[src/common/lc3b_pipe_pkg.sv]
package lc3b_pipe_pkg;

    typedef logic [2:0] lc3b_aluop;

    localparam lc3b_aluop alu_add   = 3'd0;
    localparam lc3b_aluop alu_and   = 3'd1;
    localparam lc3b_aluop alu_not   = 3'd2;
    localparam lc3b_aluop alu_lshf  = 3'd3;
    localparam lc3b_aluop alu_rshfl = 3'd4;
    localparam lc3b_aluop alu_rshfa = 3'd5;

    // nzp after reset has only the zero flag set
    localparam logic [2:0] cc_reset = 3'b010;

endpackage : lc3b_pipe_pkg

[src/common/lc3b_isa_pkg.sv]
package lc3b_isa_pkg;

    typedef logic [15:0] lc3b_word;
    typedef logic [2:0]  lc3b_reg;
    typedef logic [3:0]  lc3b_opcode;

    localparam lc3b_opcode op_add = 4'b0001;
    localparam lc3b_opcode op_and = 4'b0101;
    localparam lc3b_opcode op_not = 4'b1001;
    localparam lc3b_opcode op_shf = 4'b1101;

    // three field layouts over the same instruction bits
    typedef union packed
    {
        struct packed
        {
            lc3b_opcode opcode;
            lc3b_reg    dest;
            lc3b_reg    src1;
            logic       mode;       // low for register form
            logic [1:0] zero;
            lc3b_reg    src2;
        } r;
        struct packed
        {
            lc3b_opcode opcode;
            lc3b_reg    dest;
            lc3b_reg    src1;
            logic       mode;       // high for immediate form
            logic [4:0] imm5;       // two's complement
        } i;
        struct packed
        {
            lc3b_opcode opcode;
            lc3b_reg    dest;
            lc3b_reg    src1;
            logic       a;          // arithmetic right shift
            logic       d;          // 0 left, 1 right
            logic [3:0] amount;
        } s;
    } lc3b_instr_u;

endpackage : lc3b_isa_pkg
[src/source/lc3b_core.sv]
`timescale 1ns/1ps

module lc3b_core
    import lc3b_isa_pkg::*;
    import lc3b_pipe_pkg::*;
(
    input  logic       clk,
    input  logic       rst_n,
    input  logic       instr_valid,
    input  lc3b_word   instr,
    output logic       wb_valid,
    output lc3b_reg    wb_dest,
    output lc3b_word   wb_data,
    output logic [2:0] cc
);

    lc3b_reg   rd_idx_a;
    lc3b_reg   rd_idx_b;
    lc3b_word  rd_data_a;
    lc3b_word  rd_data_b;

    logic      de_valid;
    lc3b_aluop de_aluop;
    lc3b_reg   de_dest;
    lc3b_reg   de_src1;
    lc3b_reg   de_src2;
    logic      de_use_src2;
    lc3b_word  de_src1_data;
    lc3b_word  de_opnd_b;

    logic      ex_valid;
    lc3b_reg   ex_dest;
    lc3b_word  ex_result;

    lc3b_decode_stage decode_stage_i
    (
        .clk          (clk),
        .rst_n        (rst_n),
        .instr_valid  (instr_valid),
        .instr        (instr),
        .rd_idx_a     (rd_idx_a),
        .rd_idx_b     (rd_idx_b),
        .rd_data_a    (rd_data_a),
        .rd_data_b    (rd_data_b),
        .de_valid     (de_valid),
        .de_aluop     (de_aluop),
        .de_dest      (de_dest),
        .de_src1      (de_src1),
        .de_src2      (de_src2),
        .de_use_src2  (de_use_src2),
        .de_src1_data (de_src1_data),
        .de_opnd_b    (de_opnd_b)
    );

    lc3b_execute_stage execute_stage_i
    (
        .clk          (clk),
        .rst_n        (rst_n),
        .de_valid     (de_valid),
        .de_aluop     (de_aluop),
        .de_dest      (de_dest),
        .de_src1      (de_src1),
        .de_src2      (de_src2),
        .de_use_src2  (de_use_src2),
        .de_src1_data (de_src1_data),
        .de_opnd_b    (de_opnd_b),
        .ex_valid     (ex_valid),
        .ex_dest      (ex_dest),
        .ex_result    (ex_result)
    );

    // ex registers double as the regfile write port
    lc3b_arch_state arch_state_i
    (
        .clk       (clk),
        .rst_n     (rst_n),
        .wr_en     (ex_valid),
        .wr_idx    (ex_dest),
        .wr_data   (ex_result),
        .rd_idx_a  (rd_idx_a),
        .rd_idx_b  (rd_idx_b),
        .rd_data_a (rd_data_a),
        .rd_data_b (rd_data_b),
        .cc        (cc)
    );

    assign wb_valid = ex_valid;
    assign wb_dest  = ex_dest;
    assign wb_data  = ex_result;

endmodule : lc3b_core

[src/source/lc3b_decode_stage.sv]
`timescale 1ns/1ps

module lc3b_decode_stage
    import lc3b_isa_pkg::*;
    import lc3b_pipe_pkg::*;
(
    input  logic      clk,
    input  logic      rst_n,
    input  logic      instr_valid,
    input  lc3b_word  instr,
    output lc3b_reg   rd_idx_a,
    output lc3b_reg   rd_idx_b,
    input  lc3b_word  rd_data_a,
    input  lc3b_word  rd_data_b,
    output logic      de_valid,
    output lc3b_aluop de_aluop,
    output lc3b_reg   de_dest,
    output lc3b_reg   de_src1,
    output lc3b_reg   de_src2,
    output logic      de_use_src2,
    output lc3b_word  de_src1_data,
    output lc3b_word  de_opnd_b
);

    lc3b_instr_u ir;
    logic        dec_ok;            // opcode is one we execute
    lc3b_aluop   dec_aluop;
    logic        dec_use_src2;
    lc3b_word    dec_imm;

    assign ir       = instr;
    assign rd_idx_a = ir.r.src1;
    assign rd_idx_b = ir.r.src2;

    always_comb
    begin
        dec_ok       = 1'b1;
        dec_aluop    = alu_add;
        dec_use_src2 = 1'b0;
        dec_imm      = {{11{ir.i.imm5[4]}}, ir.i.imm5};     // sext5
        case (ir.r.opcode)
            op_add:
            begin
                dec_aluop    = alu_add;
                dec_use_src2 = ~ir.r.mode;
            end
            op_and:
            begin
                dec_aluop    = alu_and;
                dec_use_src2 = ~ir.r.mode;
            end
            op_not:
            begin
                dec_aluop = alu_not;
                dec_imm   = 16'hffff;       // all-ones operand
            end
            op_shf:
            begin
                dec_imm = {12'h000, ir.s.amount};   // zext4
                if (!ir.s.d)
                    dec_aluop = alu_lshf;
                else if (ir.s.a)
                    dec_aluop = alu_rshfa;
                else
                    dec_aluop = alu_rshfl;
            end
            default:
                dec_ok = 1'b0;          // accepted but never written back
        endcase
    end

    always_ff @(posedge clk)
    begin
        if (!rst_n)
            de_valid <= 1'b0;
        else
            de_valid <= instr_valid && dec_ok;
    end

    always_ff @(posedge clk)
    begin
        de_aluop     <= dec_aluop;
        de_dest      <= ir.r.dest;
        de_src1      <= ir.r.src1;
        de_src2      <= ir.r.src2;
        de_use_src2  <= dec_use_src2;
        de_src1_data <= rd_data_a;
        de_opnd_b    <= dec_use_src2 ? rd_data_b : dec_imm;
    end

endmodule : lc3b_decode_stage

[src/source/lc3b_arch_state.sv]
`timescale 1ns/1ps

module lc3b_arch_state
    import lc3b_isa_pkg::*;
    import lc3b_pipe_pkg::*;
(
    input  logic       clk,
    input  logic       rst_n,
    input  logic       wr_en,
    input  lc3b_reg    wr_idx,
    input  lc3b_word   wr_data,
    input  lc3b_reg    rd_idx_a,
    input  lc3b_reg    rd_idx_b,
    output lc3b_word   rd_data_a,
    output lc3b_word   rd_data_b,
    output logic [2:0] cc
);

    lc3b_word   regs [8];
    logic [2:0] cc_next;

    // nzp from the value being written
    always_comb
    begin
        if (wr_data[15])
            cc_next = 3'b100;
        else if (wr_data == 16'h0000)
            cc_next = 3'b010;
        else
            cc_next = 3'b001;
    end

    always_ff @(posedge clk)
    begin
        if (!rst_n)
        begin
            for (int i = 0; i < 8; i++)
                regs[i] <= '0;
            cc <= cc_reset;
        end
        else if (wr_en)
        begin
            regs[wr_idx] <= wr_data;
            cc           <= cc_next;
        end
    end

    // write-through so a read in the writing cycle sees the new value
    assign rd_data_a = (wr_en && wr_idx == rd_idx_a) ? wr_data : regs[rd_idx_a];
    assign rd_data_b = (wr_en && wr_idx == rd_idx_b) ? wr_data : regs[rd_idx_b];

endmodule : lc3b_arch_state

[src/execute/lc3b_execute_stage.sv]
`timescale 1ns/1ps

module lc3b_execute_stage
    import lc3b_isa_pkg::*;
    import lc3b_pipe_pkg::*;
(
    input  logic      clk,
    input  logic      rst_n,
    input  logic      de_valid,
    input  lc3b_aluop de_aluop,
    input  lc3b_reg   de_dest,
    input  lc3b_reg   de_src1,
    input  lc3b_reg   de_src2,
    input  logic      de_use_src2,
    input  lc3b_word  de_src1_data,
    input  lc3b_word  de_opnd_b,
    output logic      ex_valid,
    output lc3b_reg   ex_dest,
    output lc3b_word  ex_result
);

    logic     fwd_a;
    logic     fwd_b;
    lc3b_word opnd_a;
    lc3b_word opnd_b;
    lc3b_word alu_f;

    // previous instruction still sits in the ex registers
    assign fwd_a  = ex_valid && (ex_dest == de_src1);
    assign fwd_b  = ex_valid && de_use_src2 && (ex_dest == de_src2);   // imm never forwarded
    assign opnd_a = fwd_a ? ex_result : de_src1_data;
    assign opnd_b = fwd_b ? ex_result : de_opnd_b;

    lc3b_alu alu_i
    (
        .aluop (de_aluop),
        .a     (opnd_a),
        .b     (opnd_b),
        .f     (alu_f)
    );

    always_ff @(posedge clk)
    begin
        if (!rst_n)
            ex_valid <= 1'b0;
        else
            ex_valid <= de_valid;
    end

    always_ff @(posedge clk)
    begin
        ex_dest   <= de_dest;
        ex_result <= alu_f;
    end

endmodule : lc3b_execute_stage

[src/execute/lc3b_alu.sv]
`timescale 1ns/1ps

module lc3b_alu
    import lc3b_isa_pkg::*;
    import lc3b_pipe_pkg::*;
(
    input  lc3b_aluop aluop,
    input  lc3b_word  a,
    input  lc3b_word  b,
    output lc3b_word  f
);

    logic [3:0] shamt;

    assign shamt = b[3:0];      // shift amount in low bits

    always_comb
    begin
        case (aluop)
            alu_add:
                f = a + b;
            alu_and:
                f = a & b;
            alu_not:
                f = ~a;
            alu_lshf:
                f = a << shamt;
            alu_rshfl:
                f = a >> shamt;
            alu_rshfa:
                f = $signed(a) >>> shamt;   // sign fill
            default:
                f = '0;
        endcase
    end

endmodule : lc3b_alu

[config.mk]
export PLATFORM = sky130hd
export DESIGN_NAME = lc3b_core
export DESIGN_NICKNAME = d
export VERILOG_FILES = /design/src/common/lc3b_pipe_pkg.sv /design/src/common/lc3b_isa_pkg.sv /design/src/source/lc3b_core.sv /design/src/source/lc3b_decode_stage.sv /design/src/source/lc3b_arch_state.sv /design/src/execute/lc3b_execute_stage.sv /design/src/execute/lc3b_alu.sv
export SDC_FILE = /design/constraint.sdc
export NUM_CORES = 1
export LEC_CHECK = 0
export ABC_CLOCK_PERIOD_IN_PS = 4600
export BUFFER_PORTS_ARGS = -buffer_cell sky130_fd_sc_hd__buf_2
export CAP_MARGIN = 20
export CORE_AREA = 2 2 157 159
export CTS_BUF_LIST = sky130_fd_sc_hd__clkbuf_4 sky130_fd_sc_hd__clkbuf_8
export CTS_CLUSTER_DIAMETER = 120
export DETAILED_ROUTE_END_ITERATION = 16
export DIE_AREA = 0 0 159 161
export HOLD_SLACK_MARGIN = 0.08
export PLACE_DENSITY = 0.71
export SLEW_MARGIN = 0
export SYNTH_ARGS = -nofsm -noshare
export SYNTH_HDL_FRONTEND = slang
export SYNTH_SLANG_ARGS = --single-unit
[constraint.sdc]
create_clock -name clk -period 4.6 [get_ports clk]
set_clock_uncertainty 0.15 [all_clocks]
set_input_delay 1.38 -clock clk [delete_from_list [all_inputs] [get_ports clk]]
set_output_delay 1.38 -clock clk [all_outputs]
set_load 0.05 [all_outputs]
==> metrics.cfg, run 1 <==
[setup_path]
cp_num_buf_inv = 1
end_kind = flip-flop
worstSetupPathType = reg2reg
critPathTopFamily = compound AO/OA/AOI/OAI gates
critPathMaxFanout = 15
crit_end = execute_stage_i.ex_result[15]$_DFF_P_
crit_cells = 12
cp-start-kind = flip-flop
cp.required_ps = 4860
r2r_cells = 12
critical_path.startpoint = execute_stage_i.ex_dest[2]$_DFF_P_
cp_cell_sequence = xor2_4, or4_4, mux2i_1, inv_1, ha_1, a21oi_1, nand2_1, a222oi_1, a211oi_1, o41ai_1, mux2_2, o211ai_1
cp_slowest_cell = or4_4
regToRegStartpoint = execute_stage_i.ex_dest[2]$_DFF_P_
r2r-end = execute_stage_i.ex_result[15]$_DFF_P_
critPathMaxStageDelay_ps = 670
arrival_ps = 4540
r2r_slack_ps = 310

[clocking]
cts.sinks = 197
htreeDepth = 4
cts_tree = yes
hold_buffers = 0
cts_max_path_buffers = 2
cts_setup_buffers = 0
cts_made_buffers = 17
cts_root_buf = clkbuf_8
insertion_delay_ps = 490
clkTransAtPathRegs_ps = 100

[die]
die_h_um = 161
fp.dieArea_um2 = 25600
rows = 57
initial_utilization = 0.512
coreArea_um2 = 24000
die_x_um = 159
pin_count = 42

[finish]
utilization = 0.555
drive_above_1_share = 0.186
syn_to_final_growth_pct = 8.51
nNetsFinal = 1195
insertedDiodeCount = 0

[pwr]
switching_share = 0.373
power.internal_mw = 2.90
netSwitchingPower_mw = 1.73
p_leak_nw = 5.22
combPwrFrac = 0.259
p_clk_frac = 0.253
p_per_area_nw_per_um2 = 348
ir_worst_vdd_uv = 195
seq_power_share = 0.488
finalPower_mw = 4.63

[yosys]
post_synth_inst_count = 1143
syn_area_um2 = 12300
ys_async_sr_fraction = 0
syn-num-nets = 1179
synth_ff_type = edfxtp_1
yosysSeqAreaShare = 0.426
synth_edf_count = 128
ys_ff_latch = 197
ys_warn_count = 0
synth_cell_type_count = 73
avgSynthCellArea_um2 = 10.7

[timing]
max_slew.worst_pin.slew_ps = 927
finalSetupTns_ps = 0
final-setup-viol-count = 0
slew_headroom = 0.366
worst_slack_ps = 311
finalCriticalPeriod_ps = 4290
period_share = 0.932
rsz0062_at_grt = false
maxSlewViolCount = 0
final-hold-violation-count = 0
fmax_mhz = 233

[grt]
antenna_found_initial = 0
grt_pass1_wl_um = 53800
gr-usage-all-layers = 0.275
grt_max_degree = 41
grt_pass1_vias = 9015
globalRouteOverflowTotal = 0

[placement]
dp_hpwl_um = 24400
place_congestion = 0.974
dpl_worst_slack_ps = 242
place.port_buffers = 41

[routing]
routed_via_density = 6.27
first_pass_iters = 6
wire_per_inst_um = 23.4
wl_um = 35000
ant_nets = 0
vias = 9379
drt_first_iter_violations = 1184
drcViolationCount = 0

[outcome]
outcome = finished clean

[flow_run]
cap_viol_max_count = 0

[worst_hold_path]
min-delay-start = decode_stage_i.de_dest[2]$_DFF_P_
hold_class = reg2reg

-- synth_stat cells (all sizes together), types with 12 or more instances --
cell,instances,area share
nand2,117,0.036
nor4,12,0.0073
a211oi,16,0.0098
mux4,78,0.14
buf,26,0.011
o211ai,12,0.0073
a21oi,64,0.026
nor2,71,0.022
inv,28,0.0086
nor3,18,0.0073
edfxtp,128,0.31
clkbuf,69,0.021
ha,16,0.016
a22oi,13,0.0080
mux2i,79,0.068
and2,124,0.063
dfxtp,69,0.11
o21ai,53,0.022
xnor2,14,0.011
a31oi,12,0.0061
-- metrics by stage --
stage / hold slack, ps / instance area [µm²] / std cells
6_report: 188 / 13300 / 1495
5_1_grt: 199 / 13300 / 1495
4_1_cts: 187 / 13300 / 1495
3_5_place_dp: 162 / 12900 / 1464
3_3_place_gp: 175 / 12900 / 1464
2_1_floorplan: 160 / 12300 / 1143
-- per-layer routing --
| metal | up-vias | track usage | part of all wire | routed length [µm] |
|---|---|---|---|---|
| li1 | 4311 | - | - | - |
| met1 | 4557 | 0.367 | 0.40 | 13900 |
| met2 | 436 | 0.466 | 0.50 | 17400 |
| met3 | 75 | 0.0434 | 0.077 | 2690 |
| met4 | 0 | 0.0876 | 0.028 | 990 |
| met5 | - | 0 | 0 | 0 |
-- layout make-up --
class                           instances  area [µm²]
Fill cell                            2119       10700
Multi-Input combinational cell        821        6540
Sequential cell                       197        5230
Timing Repair Buffer                   92         613
Tap cell                              324         405
Clock buffer                           17         234
Clock inverter                         14         176
Inverter                               30         113
-- power groups by stage --
stage / registers (mW) / clock network [mW] / logic, mW
global route: 2.28 / 1.24 / 1.28
floorplan: 2.29 / 0 / 0.769
finish: 2.26 / 1.17 / 1.20
CTS: 2.26 / 1.18 / 1.19
detailed placement: 2.29 / 0 / 1.18
global placement: 2.29 / 0 / 1.18
-- kinds of logic (layout without fill, tap and decap cells) --
family	Yosys count	count (layout)	share of synthesized area
XOR/XNOR	20	20	0.0164
flip-flops	197	197	0.426
AND/OR/NAND/NOR	389	389	0.160
adder cells (fa/ha/maj)	17	17	0.0180
AO/OA/AOI/OAI	234	234	0.123
multiplexers	161	161	0.215
buffers and inverters	125	153	0.0414
-- worst min path at each step --
| stage | endpoint | slack, ps | cells after the start |
|---|---|---|---|
| floorplan | execute_stage_i.ex_dest[0]$_DFF_P_ | 160 | 0 |
| detailed placement | execute_stage_i.ex_dest[2]$_DFF_P_ | 160 | 0 |
| finish | execute_stage_i.ex_dest[2]$_DFF_P_ | 190 | 0 |
| CTS | execute_stage_i.ex_dest[2]$_DFF_P_ | 190 | 0 |
| global placement | execute_stage_i.ex_dest[0]$_DFF_P_ | 170 | 0 |
| global route | execute_stage_i.ex_dest[0]$_DFF_P_ | 200 | 0 |
-- sequential cells by signal (all words and copies together), names as in the netlist, 3 cells and up --
signal / cells
decode_stage_i.de_src1: 3
decode_stage_i.de_aluop: 3
decode_stage_i.de_src2: 3
arch_state_i.regs: 128
execute_stage_i.ex_dest: 3
decode_stage_i.de_src1_data: 16
decode_stage_i.de_opnd_b: 16
decode_stage_i.de_dest: 3
execute_stage_i.ex_result: 16
arch_state_i.cc: 3
-- cell usage in the layout, fill, tap and decap left out, types with 5 or more instances in the layout --
cell type	Yosys	layout
o211ai_1	12	12
nor3_1	18	18
a211oi_1	16	16
nand4_1	9	9
buf_4	2	49
o22ai_1	9	9
edfxtp_1	128	128
nor2_1	71	71
o21ai_1	1	5
xnor2_1	13	13
a21o_1	7	7
mux2i_1	75	75
nor2b_1	5	5
a31oi_1	12	12
mux4_2	77	77
xor2_1	5	5
o21ai_0	52	48
nand3_1	9	9
inv_6	0	5
and2_1	124	124
inv_1	27	27
buf_2	7	41
ha_1	16	16
o32ai_1	7	7
dfxtp_1	69	69
a22oi_1	13	13
clkbuf_8	0	17
nor4_1	11	11
a21oi_1	64	63
o221ai_1	6	6
nand2_1	117	117
nand2b_1	9	9
-- worst register-to-register path: stages, from the launching register on --
cell and delay (ps):
dfxtp_1 370, xor2_4 220, or4_4 670, mux2i_1 240, inv_1 110, ha_1 240
a21oi_1 300, nand2_1 110, a222oi_1 650, a211oi_1 190, o41ai_1 450, mux2_2 380
o211ai_1 140
-- timing repair --
action                                  in CTS  in global routing
endpoints found under the setup margin       0                  3
hold endpoints to repair                     0                  0
gates resized for setup                      0                  1
(Power assumes the default switching activity.)
==> run 2, diff against run 1 <==
--- a/config.mk
+++ b/config.mk
@@ -5,7 +5,7 @@
 export SDC_FILE = /design/constraint.sdc
 export NUM_CORES = 1
 export LEC_CHECK = 0
-export ABC_CLOCK_PERIOD_IN_PS = 4600
+export ABC_CLOCK_PERIOD_IN_PS = 3900
 export BUFFER_PORTS_ARGS = -buffer_cell sky130_fd_sc_hd__buf_2
 export CAP_MARGIN = 20
 export CORE_AREA = 2 2 157 159
@@ -14,7 +14,7 @@
 export DETAILED_ROUTE_END_ITERATION = 16
 export DIE_AREA = 0 0 159 161
 export HOLD_SLACK_MARGIN = 0.08
-export PLACE_DENSITY = 0.71
+export PLACE_DENSITY = 0.74
 export SLEW_MARGIN = 0
 export SYNTH_ARGS = -nofsm -noshare
 export SYNTH_HDL_FRONTEND = slang
==> constraint.sdc (replaced) <==
create_clock -name clk -period 3.9 [get_ports clk]
set_clock_uncertainty 0.15 [all_clocks]
set_input_delay 1.17 -clock clk [delete_from_list [all_inputs] [get_ports clk]]
set_output_delay 1.17 -clock clk [all_outputs]
set_load 0.05 [all_outputs]
==> run 2 against run 1 <==
Critical endpoint unchanged; sequential share of layout area decreased by 1.0 points; via count increased by 4.9%; utilization increased by 1.6 points; first-iteration DRC count increased by 1.0%; combinational power increased by 31%; final cell count increased by 2.7%; highest routed layer unchanged.
==> metrics.cfg, run 2 (synthesis results as in run 1) <==
[outcome]
outcome = finished clean

[routing]
wl_um = 36700  ; +4.9%
vias = 9836  ; +4.9%
routed_via_density = 6.41  ; +2.1%
drt_first_iter_violations = 1196  ; +1.0%
wire_per_inst_um = 23.9  ; +2.2%
drcViolationCount = 0  ; unchanged
ant_nets = 0  ; unchanged
first_pass_iters = 6  ; unchanged

[die]
coreArea_um2 = 24000  ; unchanged
die_x_um = 159  ; unchanged
initial_utilization = 0.512  ; unchanged
pin_count = 42  ; unchanged
die_h_um = 161  ; unchanged
fp.dieArea_um2 = 25600  ; unchanged
rows = 57  ; unchanged

[timing]
maxSlewViolCount = 0  ; unchanged
fmax_mhz = 267  ; +14%
whs_ps = 186  ; -2.02 ps
finalSetupTns_ps = 0  ; unchanged
finalCriticalPeriod_ps = 3750  ; -538 ps
final-setup-viol-count = 0  ; unchanged
period_share = 0.962  ; +0.0294
slew_headroom = 0.309  ; -0.0563
max_slew.worst_pin.slew_ps = 1010  ; +82.4 ps
final-hold-violation-count = 0  ; unchanged

[setup_path]
cp_cell_sequence = xor2_2, or4_4, buf_4, mux2i_1, inv_1, ha_4, a21oi_2, o21ai_0, a21o_1, a21oi_1, nor2b_1, o41ai_2, mux2_2, o211ai_1
worstSetupPathType = reg2reg
end_kind = flip-flop
cp_num_buf_inv = 2  ; +1
critPathMaxFanout = 14  ; -1
cp_slowest_cell = or4_4
critPathTopFamily = compound AO/OA/AOI/OAI gates
critPathMaxStageDelay_ps = 500  ; -170 ps
cp.required_ps = 4150  ; -710 ps
arrival_ps = 4000  ; -540 ps
cp-start-kind = flip-flop
crit_cells = 14  ; +2
r2r_cells = 14  ; +2

[finish]
nNetsFinal = 1234  ; +3.3%
mostFrequentLayoutCells = edfxtp_1 (128), and2_1 (124), nand2_1 (117), buf_4 (88), mux4_2 (77)
regMostFlops = arch_state_i.regs
largest_reg_flops = 128  ; unchanged
syn_to_final_growth_pct = 11.7
utilization = 0.572  ; +0.0164
final_common_cell = edfxtp_1
drive_above_1_share = 0.227  ; +0.0409
stdcell_count = 1535  ; +2.7%
insertedDiodeCount = 0  ; unchanged

[clocking]
htreeDepth = 4  ; unchanged
cts_max_path_buffers = 2  ; unchanged
clkTransAtPathRegs_ps = 110  ; about the same
hold_buffers = 0  ; unchanged
cts.sinks = 197  ; unchanged
cts_root_buf = clkbuf_8
insertion_delay_ps = 490  ; about the same
cts_made_buffers = 17  ; unchanged
cts_tree = yes

[grt]
antenna_found_initial = 0  ; unchanged
grt_pass1_vias = 9625  ; +6.8%
grt_pass1_wl_um = 55900  ; +3.8%
globalRouteOverflowTotal = 0  ; unchanged
grt_max_degree = 33  ; -20%
gr-usage-all-layers = 0.288  ; +0.0126

[placement]
dp.cells = 1503  ; +2.7%
place.port_buffers = 41  ; unchanged
place_congestion = 0.992  ; +1.9%
dp_hpwl_um = 26600  ; +9.0%

[pwr]
p_leak_nw = 5.41  ; +3.6%
ir_worst_vdd_uv = 221  ; +14%
p_per_area_nw_per_um2 = 409  ; +17%

[worst_hold_path]
hold_class = reg2reg
hold-path-cell-count = 0  ; unchanged

[flow_run]
cap_viol_max_count = 0  ; unchanged

==> run 2: cell types whose count changed in the layout (fill, tap and decap cells not counted), sizes merged <==
cell and delta:
inv +1, buf +39, clkinv +1, bufinv -1
==> run 2: worst paths after layout <==
path / from / endpoint / slack, ps
worst max-delay path: execute_stage_i.ex_dest[0]$_DFF_P_ / execute_stage_i.ex_result[15]$_DFF_P_ / 150
worst min-delay path: decode_stage_i.de_dest[0]$_DFF_P_ / execute_stage_i.ex_dest[0]$_DFF_P_ / 190
worst max register to register: execute_stage_i.ex_dest[0]$_DFF_P_ / execute_stage_i.ex_result[15]$_DFF_P_ / 150
worst min register to register: decode_stage_i.de_dest[0]$_DFF_P_ / execute_stage_i.ex_dest[0]$_DFF_P_ / 190
==> run 2: metal layers <==
layer	track usage	vias up	share of wire
met3	0.0437	128	0.085
met4	0.127	0	0.042
met5	0	-	0
met2	0.499	553	0.50
li1	-	4384	-
met1	0.360	4771	0.37
==> run 2: area by class of cell <==
type,instances,area (µm²)
Clock buffer,17,234
Inverter,30,113
Tap cell,324,405
Fill cell,2043,10300
Clock inverter,15,186
Timing Repair Buffer,131,906
Multi-Input combinational cell,821,6620
Sequential cell,197,5240
==> run 2: metrics by stage <==
| step | setup slack [ps] | total power, mW | cell area, µm² |
|---|---|---|---|
| 2_1_floorplan | -3.08 | 3.62 | 12300 |
| 3_5_place_dp | 95.3 | 4.21 | 13200 |
| 3_3_place_gp | 165 | 4.19 | 13200 |
| 6_report | 149 | 5.60 | 13700 |
| 4_1_cts | 37.6 | 5.57 | 13700 |
| 5_1_grt | -1.55 | 5.79 | 13700 |
==> run 2: timing repair <==
action | in CTS | in global routing
resized for setup | 0 | 7
endpoints found under the setup margin | 0 | 6
setup buffers | 0 | 0
==> run 2: worst register-to-register path, stage by stage (launching register included) <==
cell and delay, ps:
dfxtp_4 400, xor2_2 190, or4_4 500, buf_4 220, mux2i_1 240, inv_1 110, ha_4 260, a21oi_2 190
o21ai_0 150, a21o_1 200, a21oi_1 140, nor2b_1 70, o41ai_2 330, mux2_2 380, o211ai_1 160
==> run 2: power by group <==
group          internal (mW)  switching (mW)
Combinational          0.582           0.986
Sequential              2.36           0.286
Clock                  0.507           0.881
